==> src/rtl/fabric_geom_pkg.sv <==
`default_nettype none

package fabric_geom_pkg;

	// ============================================================
	// routing geometry
	// ============================================================

	localparam int TRACKS = 4; // tracks per side

	// side numbering, west is the fabric edge
	localparam int SIDE_N = 0;
	localparam int SIDE_S = 1;
	localparam int SIDE_W = 2;
	localparam int SIDE_E = 3;

	localparam int SEL_W = 2; // one track selector

	// switch box: north, south, east outputs only
	localparam int SB_OUTS = 12;
	localparam int SB_CFG_W = SB_OUTS * SEL_W; // 24 bits

endpackage

`default_nettype wire

==> src/rtl/fabric_cfg_pkg.sv <==
`default_nettype none

package fabric_cfg_pkg;

	// ============================================================
	// configuration bus
	// ============================================================

	localparam int ADDR_W = 32;
	localparam int DATA_W = 32;

	localparam int TILE_ID_W = 16; // addr[15:0]
	localparam int BLOCK_ID_W = 16; // addr[31:16]

	// block ids in the high address half
	localparam logic [BLOCK_ID_W-1:0] BLK_SB = 16'd7;
	localparam logic [BLOCK_ID_W-1:0] BLK_CB0 = 16'd6;
	localparam logic [BLOCK_ID_W-1:0] BLK_CB1 = 16'd5;
	localparam logic [BLOCK_ID_W-1:0] BLK_CLB = 16'd4;

	// ============================================================
	// logic block opcodes
	// ============================================================

	localparam int OP_W = 2;

	localparam logic [OP_W-1:0] OP_AND = 2'd0;
	localparam logic [OP_W-1:0] OP_OR = 2'd1;
	localparam logic [OP_W-1:0] OP_XOR = 2'd2;
	localparam logic [OP_W-1:0] OP_NAND = 2'd3;

endpackage

`default_nettype wire

==> src/rtl/connect_box.sv <==
`timescale 1ns/1ps
`default_nettype none

module connect_box (
	input wire clk,
	input wire reset,
	input wire config_en,
	input wire [fabric_geom_pkg::SEL_W-1:0] config_data,
	input wire [fabric_geom_pkg::TRACKS-1:0] track_in,
	output logic block_out
);

	logic [fabric_geom_pkg::SEL_W-1:0] sel;

	always_ff @(posedge clk) begin
		if (reset) begin
			sel <= '0; // track 0 after reset
		end else if (config_en) begin
			sel <= config_data;
		end
	end

	// 4:1 track mux
	assign block_out = track_in[sel];

endmodule

`default_nettype wire

==> src/rtl/switch_box_left.sv <==
`timescale 1ns/1ps
`default_nettype none

module switch_box_left (
	input wire clk,
	input wire reset,
	input wire config_en,
	input wire [fabric_geom_pkg::SB_CFG_W-1:0] config_data,
	input wire [fabric_geom_pkg::TRACKS-1:0] in_wire_0,
	input wire [fabric_geom_pkg::TRACKS-1:0] in_wire_1,
	input wire [fabric_geom_pkg::TRACKS-1:0] in_wire_2,
	input wire [fabric_geom_pkg::TRACKS-1:0] in_wire_3,
	input wire pe_output,
	output logic [fabric_geom_pkg::TRACKS-1:0] out_wire_0,
	output logic [fabric_geom_pkg::TRACKS-1:0] out_wire_1,
	output logic [fabric_geom_pkg::TRACKS-1:0] out_wire_3
);

	// ============================================================
	// routing configuration
	// ============================================================

	logic [fabric_geom_pkg::SB_CFG_W-1:0] cfg;
	logic [fabric_geom_pkg::SB_OUTS-1:0][fabric_geom_pkg::SEL_W-1:0] sel;
	logic [fabric_geom_pkg::TRACKS-1:0] side_in [0:3];

	always_ff @(posedge clk) begin
		if (reset) begin
			cfg <= '0;
		end else if (config_en) begin
			cfg <= config_data;
		end
	end

	assign sel = cfg; // north 0..3, south 0..3, east 0..3

	assign side_in[fabric_geom_pkg::SIDE_N] = in_wire_0;
	assign side_in[fabric_geom_pkg::SIDE_S] = in_wire_1;
	assign side_in[fabric_geom_pkg::SIDE_W] = in_wire_2; // edge, input only
	assign side_in[fabric_geom_pkg::SIDE_E] = in_wire_3;

	// 0..2 pick the other sides in ascending order, 3 the logic output
	function automatic logic pick(
		input logic [fabric_geom_pkg::SEL_W-1:0] s,
		input logic src0,
		input logic src1,
		input logic src2,
		input logic pe
	);
		logic r;
		case (s)
			2'd0: r = src0;
			2'd1: r = src1;
			2'd2: r = src2;
			default: r = pe;
		endcase
		return r;
	endfunction

	// ============================================================
	// output muxes
	// ============================================================

	for (genvar t = 0; t < fabric_geom_pkg::TRACKS; t++) begin : g_track
		assign out_wire_0[t] = pick(sel[t],
			side_in[fabric_geom_pkg::SIDE_S][t],
			side_in[fabric_geom_pkg::SIDE_W][t],
			side_in[fabric_geom_pkg::SIDE_E][t],
			pe_output); // north

		assign out_wire_1[t] = pick(sel[fabric_geom_pkg::TRACKS + t],
			side_in[fabric_geom_pkg::SIDE_N][t],
			side_in[fabric_geom_pkg::SIDE_W][t],
			side_in[fabric_geom_pkg::SIDE_E][t],
			pe_output); // south

		assign out_wire_3[t] = pick(sel[2*fabric_geom_pkg::TRACKS + t],
			side_in[fabric_geom_pkg::SIDE_N][t],
			side_in[fabric_geom_pkg::SIDE_S][t],
			side_in[fabric_geom_pkg::SIDE_W][t],
			pe_output); // east
	end

endmodule

`default_nettype wire

==> src/rtl/clb.sv <==
`timescale 1ns/1ps
`default_nettype none

module clb (
	input wire clk,
	input wire reset,
	input wire config_en,
	input wire [fabric_cfg_pkg::OP_W-1:0] config_data,
	input wire in0,
	input wire in1,
	output logic out
);

	logic [fabric_cfg_pkg::OP_W-1:0] opcode;
	logic res;

	always_ff @(posedge clk) begin
		if (reset) begin
			opcode <= fabric_cfg_pkg::OP_AND;
		end else if (config_en) begin
			opcode <= config_data;
		end
	end

	always_comb begin
		case (opcode)
			fabric_cfg_pkg::OP_OR: res = in0 | in1;
			fabric_cfg_pkg::OP_XOR: res = in0 ^ in1;
			fabric_cfg_pkg::OP_NAND: res = ~(in0 & in1);
			default: res = in0 & in1; // OP_AND
		endcase
	end

	// output register, one cycle latency
	always_ff @(posedge clk) begin
		if (reset) begin
			out <= 1'b0;
		end else begin
			out <= res;
		end
	end

endmodule

`default_nettype wire

==> src/rtl/pe_tile_left.sv <==
`timescale 1ns/1ps
`default_nettype none

module pe_tile_left #(
	parameter logic [fabric_cfg_pkg::TILE_ID_W-1:0] TILE_ID = 16'd0
) (
	input wire clk,
	input wire reset,
	input wire [fabric_cfg_pkg::ADDR_W-1:0] config_addr,
	input wire [fabric_cfg_pkg::DATA_W-1:0] config_data,
	input wire [fabric_geom_pkg::TRACKS-1:0] in_wire_0,
	input wire [fabric_geom_pkg::TRACKS-1:0] in_wire_1,
	input wire [fabric_geom_pkg::TRACKS-1:0] in_wire_2,
	input wire [fabric_geom_pkg::TRACKS-1:0] in_wire_3,
	output wire [fabric_geom_pkg::TRACKS-1:0] out_wire_0,
	output wire [fabric_geom_pkg::TRACKS-1:0] out_wire_1,
	output wire [fabric_geom_pkg::TRACKS-1:0] out_wire_3
);

	// ============================================================
	// configuration decode
	// ============================================================

	logic tile_hit;
	logic [fabric_cfg_pkg::BLOCK_ID_W-1:0] block_id;
	logic config_en_sb;
	logic config_en_cb0;
	logic config_en_cb1;
	logic config_en_clb;

	wire op_0;
	wire op_1;
	wire pe_output;

	assign tile_hit = (config_addr[fabric_cfg_pkg::TILE_ID_W-1:0] == TILE_ID);
	assign block_id = config_addr[fabric_cfg_pkg::TILE_ID_W +: fabric_cfg_pkg::BLOCK_ID_W];

	assign config_en_sb = tile_hit && (block_id == fabric_cfg_pkg::BLK_SB);
	assign config_en_cb0 = tile_hit && (block_id == fabric_cfg_pkg::BLK_CB0);
	assign config_en_cb1 = tile_hit && (block_id == fabric_cfg_pkg::BLK_CB1);
	assign config_en_clb = tile_hit && (block_id == fabric_cfg_pkg::BLK_CLB);

	// ============================================================
	// blocks
	// ============================================================

	connect_box cb0 (
		.clk(clk),
		.reset(reset),
		.config_en(config_en_cb0),
		.config_data(config_data[fabric_geom_pkg::SEL_W-1:0]),
		.track_in(in_wire_0), // north tracks
		.block_out(op_0)
	);

	connect_box cb1 (
		.clk(clk),
		.reset(reset),
		.config_en(config_en_cb1),
		.config_data(config_data[fabric_geom_pkg::SEL_W-1:0]),
		.track_in(in_wire_1), // south tracks
		.block_out(op_1)
	);

	clb compute_block (
		.clk(clk),
		.reset(reset),
		.config_en(config_en_clb),
		.config_data(config_data[fabric_cfg_pkg::OP_W-1:0]),
		.in0(op_0),
		.in1(op_1),
		.out(pe_output)
	);

	switch_box_left sb (
		.clk(clk),
		.reset(reset),
		.config_en(config_en_sb),
		.config_data(config_data[fabric_geom_pkg::SB_CFG_W-1:0]),
		.in_wire_0(in_wire_0),
		.in_wire_1(in_wire_1),
		.in_wire_2(in_wire_2),
		.in_wire_3(in_wire_3),
		.pe_output(pe_output),
		.out_wire_0(out_wire_0),
		.out_wire_1(out_wire_1),
		.out_wire_3(out_wire_3)
	);

endmodule

`default_nettype wire

==> src/rtl/fabric_column.sv <==
`timescale 1ns/1ps
`default_nettype none

module fabric_column (
	input wire clk,
	input wire reset,
	input wire [fabric_cfg_pkg::ADDR_W-1:0] config_addr,
	input wire [fabric_cfg_pkg::DATA_W-1:0] config_data,
	input wire [fabric_geom_pkg::TRACKS-1:0] north_in,
	input wire [fabric_geom_pkg::TRACKS-1:0] t0_west_in,
	input wire [fabric_geom_pkg::TRACKS-1:0] t1_west_in,
	input wire [fabric_geom_pkg::TRACKS-1:0] t0_east_in,
	input wire [fabric_geom_pkg::TRACKS-1:0] t1_east_in,
	input wire [fabric_geom_pkg::TRACKS-1:0] south_in,
	output wire [fabric_geom_pkg::TRACKS-1:0] north_out,
	output wire [fabric_geom_pkg::TRACKS-1:0] t0_east_out,
	output wire [fabric_geom_pkg::TRACKS-1:0] t1_east_out,
	output wire [fabric_geom_pkg::TRACKS-1:0] south_out
);

	wire [fabric_geom_pkg::TRACKS-1:0] t0_to_t1; // tile 0 south -> tile 1 north
	wire [fabric_geom_pkg::TRACKS-1:0] t1_to_t0; // tile 1 north -> tile 0 south

	// ============================================================
	// upper tile
	// ============================================================

	pe_tile_left #(
		.TILE_ID(16'd1)
	) tile_0 (
		.clk(clk),
		.reset(reset),
		.config_addr(config_addr),
		.config_data(config_data),
		.in_wire_0(north_in),
		.in_wire_1(t1_to_t0),
		.in_wire_2(t0_west_in),
		.in_wire_3(t0_east_in),
		.out_wire_0(north_out),
		.out_wire_1(t0_to_t1),
		.out_wire_3(t0_east_out)
	);

	// lower tile
	pe_tile_left #(
		.TILE_ID(16'd2)
	) tile_1 (
		.clk(clk),
		.reset(reset),
		.config_addr(config_addr),
		.config_data(config_data),
		.in_wire_0(t0_to_t1),
		.in_wire_1(south_in),
		.in_wire_2(t1_west_in),
		.in_wire_3(t1_east_in),
		.out_wire_0(t1_to_t0),
		.out_wire_1(south_out),
		.out_wire_3(t1_east_out)
	);

endmodule

`default_nettype wire

==> config.mk <==
export PLATFORM = sky130hd
export DESIGN_NAME = fabric_column
export DESIGN_NICKNAME = d
export VERILOG_FILES = /design/src/rtl/fabric_geom_pkg.sv /design/src/rtl/fabric_cfg_pkg.sv /design/src/rtl/connect_box.sv /design/src/rtl/switch_box_left.sv /design/src/rtl/clb.sv /design/src/rtl/pe_tile_left.sv /design/src/rtl/fabric_column.sv
export SDC_FILE = /design/constraint.sdc
export NUM_CORES = 1
export LEC_CHECK = 0
export BUFFER_PORTS_ARGS = -buffer_cell sky130_fd_sc_hd__clkbuf_2
export CAP_MARGIN = 20
export CORE_ASPECT_RATIO = 1.75
export CORE_UTILIZATION = 44
export CTS_CLUSTER_DIAMETER = 80
export DETAILED_ROUTE_END_ITERATION = 10
export PLACE_DENSITY = 0.68
export SLEW_MARGIN = 10
export SYNTH_ARGS = -nofsm -noshare
export SYNTH_HDL_FRONTEND = slang
export SYNTH_SLANG_ARGS = --single-unit
==> constraint.sdc <==
create_clock -name clk -period 4.95 [get_ports clk]
set_input_delay 0.99 -clock clk [delete_from_list [all_inputs] [get_ports clk]]
set_output_delay 0.99 -clock clk [all_outputs]
set_load 0.02 [all_outputs]
==> metrics.cfg <==
[placement]
preCtsSetupSlack_ns = 1.64
post-dp-hpwl_um = 7500
buffer_ports.inserted = 97
place.gp.congestion = 0.825

[clock_tree]
post_cts_setup_buffer_count = 0
clk_path_buf_depth = 2
clk_pin_slew_worst_paths_ns = 0.05
cts_made_buffers = 9
clock_latency_ns = 0.33
clock_tree.root_cell = sky130_fd_sc_hd__clkbuf_16
htree_levels = 3
post_cts.resized_instances = 0
cts_hold_buf = 0
tritoncts = built
cts_sinks = 62

[sta]
clock_skew_ns = 0.00332
finalWorstSetupSlack_ns = 1.65
rsz_0062_raised_after_global_routing = no
layout_worst_path_cycle_share = 0.666
hold_viol = 0
worst_tran_pin_value_ns = 0.866
timing.setup.tns_ns = 0
relative_slew_slack = 0.423
timing.fmax_mhz = 303
layout_min_cycle_time_ns = 3.30
finalMaxSlewViolations = 0
final.hold.worst_slack_ns = 0.480
finish_stage_setup_viols = 0

[floorplanning]
die_h_um = 117
die_area_um2 = 7920
die_w_um = 67.7
fp.coreArea_um2 = 7280
num_io_pins = 106
floorplan.rows = 41
start_util = 0.456

[logic_synthesis]
syn-num-nets = 440
synth_area_leader_cell = sky130_fd_sc_hd__dfxtp_1
post_synth_main_area_contributors = sky130_fd_sc_hd__dfxtp_1, sky130_fd_sc_hd__mux4_2, sky130_fd_sc_hd__a21oi_1, sky130_fd_sc_hd__nand3_1, sky130_fd_sc_hd__o21ai_0
main_flop_type_after_synthesis = sky130_fd_sc_hd__dfxtp_1
synth_area_per_cell_um2 = 9.61
synth.distinct_cells = 28
yosys.cell_count.top_type = sky130_fd_sc_hd__dfxtp_1
synth.yosys.seq_area_share = 0.373
most_frequent_cells_after_synthesis = sky130_fd_sc_hd__dfxtp_1, sky130_fd_sc_hd__a21oi_1, sky130_fd_sc_hd__nand3_1
postSynthRegisterBits = 62
netlist.area_leader.share = 0.373
count_of_flip_flops_with_a_built_in_enable_after_synthesis = 0
postSynthCellCount = 346
synth-warning-count = 0
fraction_of_registers_with_async_set_or_reset_after_synthesis = 0
syn_area_um2 = 3320

[final_layout]
design.final.nets = 522
finalCoreUtilization = 0.562
drive_above_1_share = 0.356
antennaDiodeCount = 0
area.growth.synth_to_final_pct = 23.1

[grt]
grt-ovfl-total = 0
grt_pass1_wl_um = 15100
grt_util_all_layers = 0.272
vias_in_the_first_global_route = 3091
grt_antenna_before_repair = 0
maximum_number_of_pins_on_one_net_before_global_route_repair = 49

[worst_setup_path]
worst_ep_required_time_ns = 3.96
cp_cell_instances = clkbuf_2, mux4_2, mux4_2, clkbuf_2
critPathMaxStageDelay_ns = 0.53
critical_path.slowest_cell = sky130_fd_sc_hd__mux4_2
critPathArrivalTime_ns = 2.31
worstPathMaxFanout = 3
family_with_the_most_delay_on_the_worst_path = multiplexers
type_of_the_worst_setup_path = primary input to output port
cp-end-kind = output port
crit_path_start_kind = primary input
critPathBufInv = 2

[power]
seqPwrFrac = 0.418
clock_power_share = 0.492
comb_power_share = 0.090
int_power_uw = 926
swShare = 0.230
largest_vdd_supply_drop_v = 0.000167
pwr_density_cell_nw_per_um2 = 293
power.switching_uw = 276
power_leakage_nw = 1.50

[drt]
detail_route.first_pass.iterations = 4
drt_iter0_drc = 189
routed_wirelength_um = 9920
routed_wire_length_per_instance_um = 19.1
dr_total_vias = 3105
ant_nets = 0
post_drt_via_cell_ratio = 5.98
drcViolationCount = 0

[min_path]
timing.hold.worst.class = flip-flop to flip-flop

[flow_run]
cap_violations = 0

[outcome]
status = finished, final reports clean

[worst paths after layout]
check | start | end | slack [ns] | cells past startpoint
worst max-delay path | south_in[3] | north_out[3] | 1.65 | 4
worst max register to register | tile_0.compute_block.out$_SDFF_PP0_ | tile_1.compute_block.out$_SDFF_PP0_ | 2.63 | 8
worst min register to register | tile_1.sb.cfg[22]$_SDFFE_PP0P_ | tile_1.sb.cfg[22]$_SDFFE_PP0P_ | 0.48 | 2
worst min-delay path | tile_1.sb.cfg[22]$_SDFFE_PP0P_ | tile_1.sb.cfg[22]$_SDFFE_PP0P_ | 0.48 | 2
[state kept, by name (all words and copies together) (netlist names)]
name,count
tile_0.sb.cfg,24
tile_1.sb.cfg,24
tile_0.cb0.sel,2
tile_0.cb1.sel,2
tile_0.compute_block.opcode,2
tile_1.cb0.sel,2
tile_1.cb1.sel,2
tile_1.compute_block.opcode,2
tile_0.compute_block.out,1
tile_1.compute_block.out,1
[power groups by stage]
stage,combinational [mW],clock (mW),sequential [mW]
2_1_floorplan,0.0486,0,0.511
3_3_place_gp,0.106,0,0.513
3_5_place_dp,0.108,0,0.513
4_1_cts,0.108,0.599,0.502
5_1_grt,0.116,0.618,0.502
6_report,0.108,0.591,0.503
[through the flow]
step	cell area (um^2)	power, mW	std cells
2_1_floorplan	3320	0.560	346
5_1_grt	4090	1.24	519
3_3_place_gp	3780	0.619	501
6_report	4090	1.20	519
4_1_cts	4080	1.21	518
3_5_place_dp	3790	0.621	502
[tightest hold or removal path: cells and delay by family (launching register included)]
| kind | cells | cell delay, ns |
|---|---|---|
| DFF | 1 | 0.31 |
| AOI/OAI and AO/OA | 2 | 0.13 |
[routing by layer]
| metal | vias to the layer above | GRT usage | part of all wire |
|---|---|---|---|
| met1 | 1459 | 0.271 | 0.34 |
| li1 | 1483 | - | - |
| met5 | - | 0 | 0 |
| met3 | 35 | 0.0630 | 0.049 |
| met2 | 128 | 0.483 | 0.55 |
| met4 | 0 | 0.182 | 0.058 |
[layout by cell type, fill, tap and decap left out]
master,n
sky130_fd_sc_hd__nor4_1,1
sky130_fd_sc_hd__clkbuf_16,9
sky130_fd_sc_hd__nor4b_4,1
sky130_fd_sc_hd__nor2_1,6
sky130_fd_sc_hd__or2_0,3
sky130_fd_sc_hd__nand3_1,48
sky130_fd_sc_hd__dfxtp_1,62
sky130_fd_sc_hd__mux4_2,28
sky130_fd_sc_hd__and2_1,1
sky130_fd_sc_hd__ha_1,4
sky130_fd_sc_hd__o21ai_0,38
sky130_fd_sc_hd__nor4_2,5
sky130_fd_sc_hd__clkinv_2,4
sky130_fd_sc_hd__inv_1,2
sky130_fd_sc_hd__a21oi_1,52
sky130_fd_sc_hd__clkbuf_8,3
sky130_fd_sc_hd__buf_4,3
sky130_fd_sc_hd__buf_8,2
sky130_fd_sc_hd__nand2b_1,7
sky130_fd_sc_hd__mux2i_1,4
sky130_fd_sc_hd__a211oi_1,2
sky130_fd_sc_hd__nand4_1,7
sky130_fd_sc_hd__nor4b_1,4
sky130_fd_sc_hd__nor2b_1,8
sky130_fd_sc_hd__clkbuf_2,97
sky130_fd_sc_hd__nor4bb_1,1
sky130_fd_sc_hd__and4_1,3
sky130_fd_sc_hd__inv_2,2
sky130_fd_sc_hd__o21ai_1,26
[layout make-up]
cell class / count / area (um^2)
fill: 694 / 3190
multi-input combinational: 249 / 1910
sequential: 62 / 1240
timing repair buffer: 102 / 538
clock buffer: 12 / 267
tap: 86 / 108
clock inverter: 4 / 20.0
inverter: 4 / 15.0
[cell families (layout without fill, tap and decap cells)]
family          count (synthesis)  after routing  synth area share
mux                            32             32             0.202
flops                          62             62             0.373
compound gates                118            118             0.179
simple gates                   95             95             0.177
buf+inv                        35            122            0.0534
fa+ha+maj                       4              4            0.0151
Power figures use the tool's default switching activity.
